File: src/logic/parking_pkg.sv
// Lot geometry, plate classes, tariffs and queue sizing
// Shared types for the car park design
`default_nettype none

package parking_pkg;

	// Seven parking floors above the ground-floor entrance
	localparam int num_floors = 7;

	typedef logic [2:0] floor_t;
	typedef logic place_t;

	// Plate value 0 marks an empty place
	typedef logic [15:0] plate_t;

	// Indexed as lot[floor][place], floor 1..7, place 0 left and 1 right
	typedef plate_t [num_floors:1][1:0] lot_map_t;

	typedef logic [7:0] fee_t;

	// Top nibble of the plate
	localparam logic [3:0] class_disabled = 4'h9;
	localparam logic [3:0] class_hybrid = 4'h8;

	// Fee added per parked cycle
	localparam fee_t rate_disabled = 8'd0;
	localparam fee_t rate_hybrid = 8'd1;
	localparam fee_t rate_standard = 8'd2;
	localparam fee_t fee_max = 8'd255;

	// Left places up to this floor are for disabled cars only
	localparam floor_t reserved_top_floor = 3'd2;

	localparam int queue_depth = 8;
	typedef logic [2:0] queue_index_t;

endpackage

`default_nettype wire
File: src/logic/lot_ifs.sv
// order_if between the order queue and the lift
// slot_if between the lift, the slot table and the fee meter
`timescale 1ns/1ps
`default_nettype none

interface order_if
	import parking_pkg::*;
();
	logic valid;
	logic exit;
	plate_t plate;
	logic pop;

	// Head entry of the queue
	modport source (output valid, exit, plate, input pop);
	modport sink (input valid, exit, plate, output pop);
	modport monitor (input plate);
endinterface

interface slot_if
	import parking_pkg::*;
();
	logic wr_en;
	floor_t wr_floor;
	place_t wr_place;
	plate_t wr_plate;
	plate_t lookup_plate;
	logic hit;
	floor_t hit_floor;
	place_t hit_place;

	// Nonzero wr_plate stores a car, zero removes it
	modport lift (
		output wr_en, wr_floor, wr_place, wr_plate, lookup_plate,
		input hit, hit_floor, hit_place
	);
	modport storage (
		input wr_en, wr_floor, wr_place, wr_plate, lookup_plate,
		output hit, hit_floor, hit_place
	);
	modport monitor (input wr_en, wr_floor, wr_place, wr_plate);
endinterface

`default_nettype wire

File: src/logic/parking_lot_top.sv
// Car park top level with queue, slot table, allocator, fee meter and lift
`timescale 1ns/1ps
`default_nettype none

module parking_lot_top
	import parking_pkg::*;
(
	input wire logic clock,
	input wire logic reset,
	input wire logic park_request,
	input wire logic retrieve_request,
	input plate_t plate,
	output logic queue_full,
	output floor_t current_floor,
	output logic busy,
	output logic park_done,
	output floor_t park_floor,
	output place_t park_place,
	output logic deliver,
	output fee_t fee,
	output logic reject,
	output logic [3:0] empty_sedan,
	output logic [3:0] empty_suv
);

	lot_map_t lot;
	logic found;
	floor_t alloc_floor;
	place_t alloc_place;

	order_if orders ();
	slot_if slots ();

	order_queue u_order_queue (
		.clock(clock),
		.reset(reset),
		.park_request(park_request),
		.retrieve_request(retrieve_request),
		.plate(plate),
		.queue_full(queue_full),
		.orders(orders.source)
	);

	slot_table u_slot_table (
		.clock(clock),
		.reset(reset),
		.slots(slots.storage),
		.lot(lot),
		.empty_sedan(empty_sedan),
		.empty_suv(empty_suv)
	);

	slot_allocator u_slot_allocator (
		.lot(lot),
		.orders(orders.monitor),
		.found(found),
		.floor(alloc_floor),
		.place(alloc_place)
	);

	fee_meter u_fee_meter (
		.clock(clock),
		.reset(reset),
		.slots(slots.monitor),
		.fee(fee)
	);

	lift_controller u_lift_controller (
		.clock(clock),
		.reset(reset),
		.orders(orders.sink),
		.slots(slots.lift),
		.found(found),
		.alloc_floor(alloc_floor),
		.alloc_place(alloc_place),
		.current_floor(current_floor),
		.busy(busy),
		.park_done(park_done),
		.park_floor(park_floor),
		.park_place(park_place),
		.deliver(deliver),
		.reject(reject)
	);

endmodule

`default_nettype wire

File: src/logic/lift_controller.sv
// Lift FSM that serves one order at a time and stores or removes cars
`timescale 1ns/1ps
`default_nettype none

module lift_controller
	import parking_pkg::*;
(
	input wire logic clock,
	input wire logic reset,
	order_if.sink orders,
	slot_if.lift slots,
	input wire logic found,
	input floor_t alloc_floor,
	input place_t alloc_place,
	output floor_t current_floor,
	output logic busy,
	output logic park_done,
	output floor_t park_floor,
	output place_t park_place,
	output logic deliver,
	output logic reject
);

	typedef enum logic [1:0] {idle, rise, descend, refuse} state_t;

	state_t state;
	logic is_exit;
	floor_t target_floor;
	place_t target_place;
	plate_t car_plate;
	logic order_ok;
	logic arrive;

	assign orders.pop = (state == idle) && orders.valid;
	assign slots.lookup_plate = orders.plate;

	// Retrieve needs a plate match, park needs a free place
	assign order_ok = orders.exit ? slots.hit : found;
	assign arrive = (state == rise) && (current_floor == target_floor);

	assign slots.wr_en = arrive;
	assign slots.wr_floor = target_floor;
	assign slots.wr_place = target_place;
	assign slots.wr_plate = is_exit ? '0 : car_plate;

	assign busy = (state != idle);
	assign park_done = arrive && !is_exit;
	assign park_floor = target_floor;
	assign park_place = target_place;
	assign deliver = (state == descend) && (current_floor == '0) && is_exit;
	assign reject = (state == refuse);

	always_ff @(posedge clock) begin
		if (orders.pop) begin
			car_plate <= orders.plate;
		end
	end

	always_ff @(posedge clock) begin
		if (reset) begin
			state <= idle;
			current_floor <= '0;
			is_exit <= 1'b0;
			target_floor <= '0;
			target_place <= 1'b0;
		end else begin
			case (state)
				idle: begin
					if (orders.valid) begin
						is_exit <= orders.exit;
						if (orders.exit) begin
							target_floor <= slots.hit_floor;
							target_place <= slots.hit_place;
						end else begin
							target_floor <= alloc_floor;
							target_place <= alloc_place;
						end
						state <= order_ok ? rise : refuse;
					end
				end
				rise: begin
					// Target is at least floor 1, so the first step down is safe
					if (current_floor == target_floor) begin
						current_floor <= current_floor - 3'd1;
						state <= descend;
					end else begin
						current_floor <= current_floor + 3'd1;
					end
				end
				descend: begin
					if (current_floor == '0) begin
						state <= idle;
					end else begin
						current_floor <= current_floor - 3'd1;
					end
				end
				refuse: state <= idle;
				default: state <= idle;
			endcase
		end
	end

	// Lift never passes its target and moves at most one floor per cycle
	a_floor_limit: assert property (
		@(posedge clock) disable iff (reset)
		current_floor <= target_floor
	) else $error("lift_controller: current_floor above the target floor");

	a_floor_step: assert property (
		@(posedge clock) disable iff (reset)
		!$stable(current_floor) |->
			({1'b0, current_floor} == {1'b0, $past(current_floor)} + 4'd1) ||
			({1'b0, current_floor} + 4'd1 == {1'b0, $past(current_floor)})
	) else $error("lift_controller: current_floor jumped");

endmodule

`default_nettype wire

File: src/logic/fee_meter.sv
// Per-place saturating fee counters and fee of the last removed car
`timescale 1ns/1ps
`default_nettype none

module fee_meter
	import parking_pkg::*;
(
	input wire logic clock,
	input wire logic reset,
	slot_if.monitor slots,
	output fee_t fee
);

	fee_t counts [1:num_floors][0:1];
	fee_t rates [1:num_floors][0:1];
	logic [num_floors:1][1:0] occupied;
	logic store;
	logic remove;

	function automatic fee_t rate_of(input plate_t car);
		if (car[15:12] == class_disabled) begin
			return rate_disabled;
		end else if (car[15:12] == class_hybrid) begin
			return rate_hybrid;
		end
		return rate_standard;
	endfunction

	function automatic fee_t sat_add(input fee_t acc, input fee_t rate);
		logic [8:0] sum;
		sum = {1'b0, acc} + {1'b0, rate};
		if (sum > {1'b0, fee_max}) begin
			return fee_max;
		end
		return sum[7:0];
	endfunction

	assign store = slots.wr_en && (slots.wr_plate != '0);
	assign remove = slots.wr_en && (slots.wr_plate == '0);

	always_ff @(posedge clock) begin
		for (int f = 1; f <= num_floors; f++) begin
			for (int p = 0; p < 2; p++) begin
				if (store && slots.wr_floor == floor_t'(f) && slots.wr_place == place_t'(p)) begin
					counts[f][p] <= '0;
					rates[f][p] <= rate_of(slots.wr_plate);
				end else if (occupied[f][p]) begin
					counts[f][p] <= sat_add(counts[f][p], rates[f][p]);
				end
			end
		end
	end

	// Fee holds until the next removal
	always_ff @(posedge clock) begin
		if (reset) begin
			occupied <= '0;
			fee <= '0;
		end else begin
			if (store) begin
				occupied[slots.wr_floor][slots.wr_place] <= 1'b1;
			end
			if (remove) begin
				occupied[slots.wr_floor][slots.wr_place] <= 1'b0;
				fee <= counts[slots.wr_floor][slots.wr_place];
			end
		end
	end

endmodule

`default_nettype wire

File: src/logic/slot_allocator.sv
// Free-place selection for the car class of the head order
`timescale 1ns/1ps
`default_nettype none

module slot_allocator
	import parking_pkg::*;
(
	input lot_map_t lot,
	order_if.monitor orders,
	output logic found,
	output floor_t floor,
	output place_t place
);

	logic disabled;
	logic suv;
	logic even_full;

	assign disabled = (orders.plate[15:12] == class_disabled);
	assign suv = orders.plate[0];

	// Sedans overflow to odd floors only once every even place is taken
	always_comb begin
		even_full = 1'b1;
		for (int f = 2; f <= num_floors; f += 2) begin
			if (lot[f][0] == '0 || lot[f][1] == '0) begin
				even_full = 1'b0;
			end
		end
	end

	// Scan top down so the lowest usable floor is kept, left over right
	always_comb begin
		found = 1'b0;
		floor = '0;
		place = 1'b0;
		for (int f = num_floors; f >= 1; f--) begin
			if ((f % 2 == 1) ? (suv || even_full) : !suv) begin
				if (lot[f][1] == '0) begin
					found = 1'b1;
					floor = floor_t'(f);
					place = 1'b1;
				end
				// Reserved left places
				if (lot[f][0] == '0 && (disabled || f > reserved_top_floor)) begin
					found = 1'b1;
					floor = floor_t'(f);
					place = 1'b0;
				end
			end
		end
	end

endmodule

`default_nettype wire

File: src/logic/slot_table.sv
// Plate store of the fourteen places, plate lookup and free-place counts
`timescale 1ns/1ps
`default_nettype none

module slot_table
	import parking_pkg::*;
(
	input wire logic clock,
	input wire logic reset,
	slot_if.storage slots,
	output lot_map_t lot,
	output logic [3:0] empty_sedan,
	output logic [3:0] empty_suv
);

	always_ff @(posedge clock) begin
		if (reset) begin
			lot <= '0;
		end else if (slots.wr_en) begin
			lot[slots.wr_floor][slots.wr_place] <= slots.wr_plate;
		end
	end

	// Lowest floor wins, right place before left
	always_comb begin
		slots.hit = 1'b0;
		slots.hit_floor = '0;
		slots.hit_place = 1'b0;
		for (int f = num_floors; f >= 1; f--) begin
			if (slots.lookup_plate != '0 && lot[f][0] == slots.lookup_plate) begin
				slots.hit = 1'b1;
				slots.hit_floor = floor_t'(f);
				slots.hit_place = 1'b0;
			end
			if (slots.lookup_plate != '0 && lot[f][1] == slots.lookup_plate) begin
				slots.hit = 1'b1;
				slots.hit_floor = floor_t'(f);
				slots.hit_place = 1'b1;
			end
		end
	end

	// Even floors hold sedans, odd floors SUVs
	always_comb begin
		empty_sedan = 4'd0;
		empty_suv = 4'd0;
		for (int f = 1; f <= num_floors; f++) begin
			for (int p = 0; p < 2; p++) begin
				if (lot[f][p] == '0) begin
					if (f % 2 == 0) begin
						empty_sedan = empty_sedan + 4'd1;
					end else begin
						empty_suv = empty_suv + 4'd1;
					end
				end
			end
		end
	end

	// The allocator and the lift must agree with the stored map
	a_store_into_empty: assert property (
		@(posedge clock) disable iff (reset)
		(slots.wr_en && slots.wr_plate != '0) |-> lot[slots.wr_floor][slots.wr_place] == '0
	) else $error("slot_table: store into an occupied place");

	a_remove_from_full: assert property (
		@(posedge clock) disable iff (reset)
		(slots.wr_en && slots.wr_plate == '0) |-> lot[slots.wr_floor][slots.wr_place] != '0
	) else $error("slot_table: removal from an empty place");

endmodule

`default_nettype wire

File: src/logic/order_queue.sv
// Eight-entry FIFO of pending park and retrieve orders
`timescale 1ns/1ps
`default_nettype none

module order_queue
	import parking_pkg::*;
(
	input wire logic clock,
	input wire logic reset,
	input wire logic park_request,
	input wire logic retrieve_request,
	input plate_t plate,
	output logic queue_full,
	order_if.source orders
);

	plate_t plate_mem [queue_depth];
	logic exit_mem [queue_depth];
	queue_index_t head;
	queue_index_t tail;
	logic [3:0] count;
	logic push;

	assign queue_full = (count == 4'(queue_depth));
	assign push = (park_request || retrieve_request) && !queue_full;

	// Head entry straight from storage
	assign orders.valid = (count != 4'd0);
	assign orders.exit = exit_mem[head];
	assign orders.plate = plate_mem[head];

	always_ff @(posedge clock) begin
		if (push) begin
			plate_mem[tail] <= plate;
			exit_mem[tail] <= retrieve_request;
		end
	end

	always_ff @(posedge clock) begin
		if (reset) begin
			head <= '0;
			tail <= '0;
			count <= '0;
		end else begin
			// Pointers wrap naturally at eight entries
			if (push) begin
				tail <= tail + 3'd1;
			end
			if (orders.pop) begin
				head <= head + 3'd1;
			end
			case ({push, orders.pop})
				2'b10: count <= count + 4'd1;
				2'b01: count <= count - 4'd1;
				default: count <= count;
			endcase
		end
	end

	// Requests never arrive while full, and the lift only pops a valid head
	a_no_strobe_when_full: assert property (
		@(posedge clock) disable iff (reset)
		(park_request || retrieve_request) |-> !queue_full
	) else $error("order_queue: request while queue_full");

	a_pop_needs_valid: assert property (
		@(posedge clock) disable iff (reset)
		orders.pop |-> orders.valid
	) else $error("order_queue: pop with empty queue");

endmodule

`default_nettype wire

File: config.mk
export PLATFORM = sky130hd
export DESIGN_NAME = parking_lot_top
export DESIGN_NICKNAME = d
export VERILOG_FILES = /design/src/logic/parking_pkg.sv /design/src/logic/lot_ifs.sv /design/src/logic/parking_lot_top.sv /design/src/logic/lift_controller.sv /design/src/logic/fee_meter.sv /design/src/logic/slot_allocator.sv /design/src/logic/slot_table.sv /design/src/logic/order_queue.sv
export SDC_FILE = /design/constraint.sdc
export NUM_CORES = 1
export LEC_CHECK = 0
export BUFFER_PORTS_ARGS = -buffer_cell sky130_fd_sc_hd__buf_2
export CAP_MARGIN = 25
export CORE_UTILIZATION = 40
export DETAILED_ROUTE_END_ITERATION = 6
export HOLD_SLACK_MARGIN = 0.03
export SYNTH_ARGS = -nofsm -noshare
export SYNTH_HDL_FRONTEND = slang
export SYNTH_HIERARCHICAL = 1
export SYNTH_SLANG_ARGS = --single-unit
File: constraint.sdc
create_clock -name clock -period 4.52 [get_ports clock]
set_input_delay 0.226 -clock clock [delete_from_list [all_inputs] [get_ports clock]]
set_output_delay 0.226 -clock clock [all_outputs]
set_load 0.02 [all_outputs]
# Yosys cells after proc, flatten, opt, wreduce, memory -nomap -nowiden
# Memories as Yosys holds them, arrays and structs flattened. A register that Yosys moved wholly into a read port is not among the register bits.
# Index checks and enable logic that the tools add are counted.
# classes
n_mux,402
reduce_logical,86
addsub,32
n_eq_ne,35
n_lt_le_gt_ge,19
bitwise_logic,19
multipliers,0
shifts,0
n_div,0
# op_table
operator,n
8-bit two-way mux,103
16-bit logical NOT,15
224-bit bitwise mux,1
16-bit equality test,14
1-bit two-way mux,206
3-bit two-way mux,50
16-bit two-way mux,8
8-bit by 8-bit adder with 9-bit output,14
"9-bit by 8-bit greater-than comparator with 1-bit output, second input constant",14
32-bit demux with 3-bit select,1
16-bit OR reduction,6
4-bit two-way mux,12
1-bit logical AND,47
"4-bit by 1-bit adder with 4-bit output, second input constant",11
14-bit two-way mux,3
32-bit two-way mux,1
16-bit nonzero test,2
2-bit two-way mux,11
16-bit demux with 1-bit select,1
"4-bit equality test, second input constant",4
14-bit AND,1
14-bit inverter,1
1-bit OR,14
14-bit OR,1
other kinds (32),52
# word_totals
mem_bits_ro,0
reg_bits,282
latchBits,0
mem_count,4
ramBits,360
# memory_table
name,words,word_bits,read_ports,rd_ports_with_merged_regs,wr,line,rtl
u_order_queue.plate_mem,8,16,1,1,1,order_queue.sv:17,plate_t plate_mem [queue_depth];
u_fee_meter.counts,7,16,8,1,7,fee_meter.sv:14,fee_t counts [1:num_floors][0:1];
u_fee_meter.rates,7,16,7,0,1,fee_meter.sv:15,fee_t rates [1:num_floors][0:1];
u_order_queue.exit_mem,8,1,1,1,1,order_queue.sv:18,logic exit_mem [queue_depth];

# Logic depth before layout (Yosys ltp)
# logic_depth
ltp_word,29
depth_mapped,20

# Cells and area by module
# Netlist, hierarchy kept.
# by_module_without_submodules
module,area_each_um2,n_inst,seq_area_each_um2,cells_per_inst
slot_table,11903.9,1,4484.3,1572
fee_meter,9347.7,1,4644.5,883
order_queue,5860.6,1,4344.2,269
lift_controller,1432.6,1,680.7,135
slot_allocator,742.0,1,0.0,113

# Worst setup path after synthesis
# Ideal clock, no wire load.
# synth_path
kind,reg-to-output
from,reg u_slot_table/lot[2] (netlist name)
to,out empty_suv[2]
slack_ps,116
t_arrival_ps,4178
required_ps,4294
stages_incl_launch_ff,20
path_cell_list,dfxtp_1 nor4_1 and4_1 inv_1 ha_1 nor2_1 mux2_4 a211o_1 ha_1 nand2_1 o21ai_0 o221ai_1 mux2i_1 nand3_2 ha_1 mux2_2 ha_1 nand2_1 xnor2_1 xnor2_1
# synth_via
elab_chain_cells,16
# synth_rtl
element,line,rtl
16-bit logical NOT *,slot_table.sv:49,if (lot[f][p] == '0) begin
1-bit two-way mux *,slot_table.sv:49,
1-bit by 1-bit adder with 2-bit output,slot_table.sv:53,empty_suv = empty_suv + 4'd1;
4-bit two-way mux *,slot_table.sv:49,
4-bit by 1-bit adder with 4-bit output,n/a,
4-bit two-way mux *,slot_table.sv:49,
4-bit by 1-bit adder with 4-bit output,slot_table.sv:53,
4-bit two-way mux *,slot_table.sv:49,
4-bit by 1-bit adder with 4-bit output,n/a,
4-bit two-way mux *,slot_table.sv:49,
4-bit by 1-bit adder with 4-bit output,slot_table.sv:53,
4-bit two-way mux *,slot_table.sv:49,
4-bit by 1-bit adder with 4-bit output,n/a,
4-bit two-way mux *,slot_table.sv:49,
4-bit by 1-bit adder with 4-bit output,slot_table.sv:53,
4-bit two-way mux *,slot_table.sv:49,
"end, declared",parking_lot_top.sv:23,output logic [3:0] empty_suv
# Mark *: on every way between the ends. The rest lies on a longest branch, timed or not.

# Worst setup path in the final report
# layout_path
from,reg u_slot_table/lot[10] (netlist name)
to,out empty_suv[3]
# layout_via
elab_chain_cells,16
# layout_rtl
element,line
16-bit logical NOT *,slot_table.sv:49
1-bit two-way mux *,slot_table.sv:49
1-bit by 1-bit adder with 2-bit output,slot_table.sv:53
4-bit two-way mux *,slot_table.sv:49
4-bit by 1-bit adder with 4-bit output,n/a
4-bit two-way mux *,slot_table.sv:49
4-bit by 1-bit adder with 4-bit output,slot_table.sv:53
4-bit two-way mux *,slot_table.sv:49
4-bit by 1-bit adder with 4-bit output,n/a
4-bit two-way mux *,slot_table.sv:49
4-bit by 1-bit adder with 4-bit output,slot_table.sv:53
4-bit two-way mux *,slot_table.sv:49
4-bit by 1-bit adder with 4-bit output,n/a
4-bit two-way mux *,slot_table.sv:49
4-bit by 1-bit adder with 4-bit output,slot_table.sv:53
4-bit two-way mux *,slot_table.sv:49
# Marks and branches as above.

==> results.sh <==
export IMPL_ys_flop_type="edfxtp_1"
export IMPL_drive_above_1_share_pct=13.76
export IMPL_hold_violations=0
export IMPL_dr_pass1_iters=6
export IMPL_gr_total_overflow=0
export IMPL_fin_crit_sh_pct=112.3
export IMPL_fp_dieW_um=272.6
export IMPL_period_minus_slack_ns=5.077
export IMPL_criticalPathCategory="flop to output port"
export IMPL_drv_cap=0
export IMPL_cts_tree="yes"
export IMPL_root_buffer="clkbuf_16"
export IMPL_hpwl_um=54590
export IMPL_dr_total_vias=23300
export IMPL_die_area_um2=74300
export IMPL_ant_nets=0
export IMPL_grt_max_degree=146
export IMPL_required_ns=4.29
export IMPL_antenna_found_initial=0
export IMPL_area_growth_pct=14.69
export IMPL_slowest_delay_ns=0.33
export IMPL_die_y_um=272.6
export IMPL_grt_use_total_pct=22.31
export IMPL_ys_warnings_count=6
export IMPL_hold_class="input port to flop"
export IMPL_rsz0062_at_grt="yes"
export IMPL_initial_utilization_pct=40.69
export IMPL_cts_inserted_buffers=61
export IMPL_cp_num_buf_inv=2
export IMPL_rows=98
export IMPL_cpLargestDelayFamily="compound AO/OA/AOI/OAI gates"
export IMPL_nets=3132
export IMPL_power_density_nw_per_um2=617.9
export IMPL_cts_htree_levels=2
export IMPL_drc=0
export IMPL_cp_start_kind="flop"
export IMPL_total_leakage_power_nw=12.08
export IMPL_path_clk_slew_ns=0.06
export IMPL_wl_um=85050
export IMPL_synth_area_leader_cell="edfxtp_1"
export IMPL_violations="setup timing"
export IMPL_yosysUniqueCellTypes=87
export IMPL_worstSetupEndpointType="output port"
export IMPL_critPathArrivalTime_ns=4.85
export IMPL_cp_slowest_cell="dfxtp_2"
export IMPL_num_fill_cells=6566
export IMPL_async_reset_ff_share_pct=0
export IMPL_tns_ns=-1.476
export IMPL_wl_per_cell_um=20.99
export IMPL_clk_path_buf_depth=3
export IMPL_synth_simple_area_share_pct=20.14
export IMPL_synth_adder_area_share_pct=2.965
export IMPL_ff2ff_path_depth=15
export IMPL_synth_xor_area_share_pct=8.656
export IMPL_gp_congestion=0.9301
export IMPL_grt_pass1_vias=22270
export IMPL_design_area_um2=33590
export IMPL_syn_num_nets=3053
export IMPL_ys_top_cells_by_area="edfxtp_1 30%, dfxtp_1 18%, nand2_1 6.8%"
export IMPL_endpoint="empty_suv[3]"
export IMPL_finalSetupViolations=3
export IMPL_maxSlewHeadroom_pct=28.59
export IMPL_skew_ns=0.02623
export IMPL_muxShareOfSynthArea_pct=5.439
export IMPL_cts_sinks=561
export IMPL_worst_r2r_setup_slack_ns=0.33
export IMPL_tightest_slew_ns=1.067
export IMPL_slew_viol_final=0
export IMPL_netlist_area_um2=29290
export IMPL_coreArea_um2=71980
export IMPL_fmax_mhz=197.0
export IMPL_reg2reg_to="u_lift_controller/state[1]$_SDFFE_PP0P_"
export IMPL_syn_avg_cell_area_um2=9.854
export IMPL_grt_pass1_wl_um=130000
export IMPL_placed_cell_area_um2=30870
export IMPL_synth_enable_flop_cells=292
export IMPL_crit_path_start="u_slot_table/lot[10]$_SDFFE_PP0P_"
export IMPL_synthCells=2972
export IMPL_yosysSeqAreaShare_pct=48.33
export IMPL_synth_seq_cells=561
export IMPL_fin_ws_ns=-0.5569
export IMPL_diodes=0
export IMPL_outcome="finished, violations left"
export IMPL_synth_compound_area_share_pct=10.66
export IMPL_io_pins=48
export IMPL_port_buffers=47
export IMPL_crit_top_cell="ha_4"
export IMPL_crit_chain="nor4_4 -> and4_4 -> inv_4 -> ha_4 -> nor2_4 -> mux2_4 -> a211o_1 -> ha_4 -> nand2_2 -> o21ai_2 -> o221ai_2 -> mux2i_2 -> nand3_2 -> ha_4 -> nand2b_4 -> nor4_2 -> a311o_1 -> xnor2_2 -> a221oi_2 -> buf_4"
export IMPL_crit_fanout=3
export IMPL_yosys_area_top_type_share_pct=29.94
export IMPL_synth_top_family_by_area="simple AND/OR/NAND/NOR gates"
export IMPL_clkLatencyLatePin_ns=0.64
export IMPL_irDropWorstVdd_mv=0.6905
export IMPL_drtIter0Drc=2209
export IMPL_via_per_inst=5.748
export IMPL_crit_cells=20
[cells in the final DEF, fill, tap and decap left out, drive strengths merged, types with 45 or more instances in the layout]
cell    Yosys  final
nand2     533    533
a21oi     333    333
edfxtp    292    292
dfxtp     269    269
buf        54    171
xor2      166    166
nor4      161    161
nor2      122    122
xnor2     117    117
inv        84     86
clkbuf    120     80
nand4      69     69
nand3      58     58
ha         47     47
nor3       46     46
o21ai      46     46
nor2b      45     45
[flip-flops by register name, summed over array words and instances, names as in the netlist, named ones only]
name and count:
u_slot_table/lot 224, u_order_queue/plate_mem 128, u_fee_meter/counts 112, u_fee_meter/rates 28, u_lift_controller/car_plate 16, u_fee_meter/occupied 14, u_fee_meter/fee 8, u_order_queue/exit_mem 8
u_order_queue/count 4, u_lift_controller/current_floor 3, u_lift_controller/park_floor 3, u_order_queue/head 3, u_order_queue/tail 3, u_lift_controller/state 2, u_lift_controller/is_exit 1, u_lift_controller/park_place 1
[layer usage]
metal	GRT usage, %	share of wire [%]
met3	2.935	6.8
met2	36.55	47
met4	7.954	3.2
met1	30.15	43
met5	0	0
[cell families after synthesis]
group	Yosys count
buffers and inverters	260
and+or+nand+nor	1183
muxes	103
AOI/OAI and AO/OA	521
xor gates and xnor gates	283
DFF	561
adders and majority gates	61
[synth_stat cells, types with 10 or more instances]
master,n
a311oi_1,10
mux4_1,24
clkbuf_1,120
inv_1,83
buf_4,21
a21oi_1,332
ha_1,47
a31oi_1,21
or2_2,14
o21ai_0,30
nand2_1,532
xnor2_1,114
nand2b_1,30
nor4_1,151
a21o_1,10
nor3_1,46
nand3_1,56
nor2b_1,45
buf_1,22
mux4_2,10
and3_1,30
mux2i_1,38
dfxtp_1,269
a211oi_1,31
nor2_1,120
fa_1,14
mux2_2,29
nor4_2,10
and2_1,14
o21ai_1,16
a221oi_1,11
nand4_1,66
xor2_1,166
edfxtp_1,292
[how the worst min path moves through the flow]
stage | startpoint | endpoint | slack (ns) | cells after the start
after floorplan | retrieve_request | u_order_queue/exit_mem[0]$_DFFE_PP_ | 0.32 | 0
after detailed placement | u_fee_meter/occupied[6]$_SDFF_PP0_ | u_fee_meter/occupied[6]$_SDFF_PP0_ | 0.46 | 2
after global routing | reset | u_order_queue/tail[0]$_SDFFE_PP0P_ | 0.29 | 2
after CTS | reset | u_order_queue/tail[0]$_SDFFE_PP0P_ | 0.26 | 2
final | reset | u_order_queue/count[0]$_SDFFE_PP0P_ | 0.24 | 2
after global placement | u_fee_meter/occupied[6]$_SDFF_PP0_ | u_fee_meter/occupied[6]$_SDFF_PP0_ | 0.45 | 2
[cell type report]
cell class | instances | area (um^2) | area share, %
clock buffers | 79 | 1695 | 5.047
clock inverters | 36 | 444.2 | 1.322
inverters | 86 | 335.3 | 0.9983
multi-input cells | 2151 | 14320 | 42.63
flip-flops and latches | 561 | 14170 | 42.18
well taps | 950 | 1189 | 3.539
repair buffers | 190 | 1438 | 4.280
[worst register-to-register path, stage by stage (launching register included)]
cell and delay (ns):
dfxtp_2 0.34, buf_12 0.25, mux4_1 0.63, mux2_2 0.34, buf_4 0.26, nor4_1 0.21, nand4_1 0.15, nor4_2 0.23
buf_4 0.22, nor3_1 0.08, a21oi_1 0.27, nand4b_1 0.17, mux2_4 0.34, or3_1 0.31, a21o_1 0.19, a21oi_2 0.13
[stage by stage]
stage | std cells | hold WS (ns) | power (mW) | util (%) | setup slack (ns)
CTS | 4049 | 0.2601 | 20.34 | 46.36 | -0.6494
finish | 4053 | 0.2424 | 20.75 | 46.67 | -0.5569
global route | 4053 | 0.2870 | 21.56 | 46.67 | -0.7727
floorplan | 2972 | 0.3249 | 11.47 | - | 0.1161
global placement | 3908 | 0.4498 | 14.46 | 42.89 | -0.3391
detailed placement | 3909 | 0.4557 | 14.61 | 42.90 | -0.3373
[timing repair]
| action | 4_1_cts | 5_1_grt |
|---|---|---|
| hold buffers | 18 | 0 |
| pin swaps | 15 | 28 |
| resized for setup | 26 | 44 |
| hold endpoints to repair | 138 | 0 |
| setup endpoints to repair | 4 | 5 |
| buffers inserted | 8 | 4 |
[power breakdown]
group / switching (mW) / internal, mW / total (mW) / leakage (nW)
registers: 0.222 / 5.81 / 6.03 / 4.85
logic: 5.95 / 3.50 / 9.45 / 6.19
clock network: 2.12 / 3.16 / 5.28 / 1.04
Note: power is estimated with default switching activity, not from simulation.
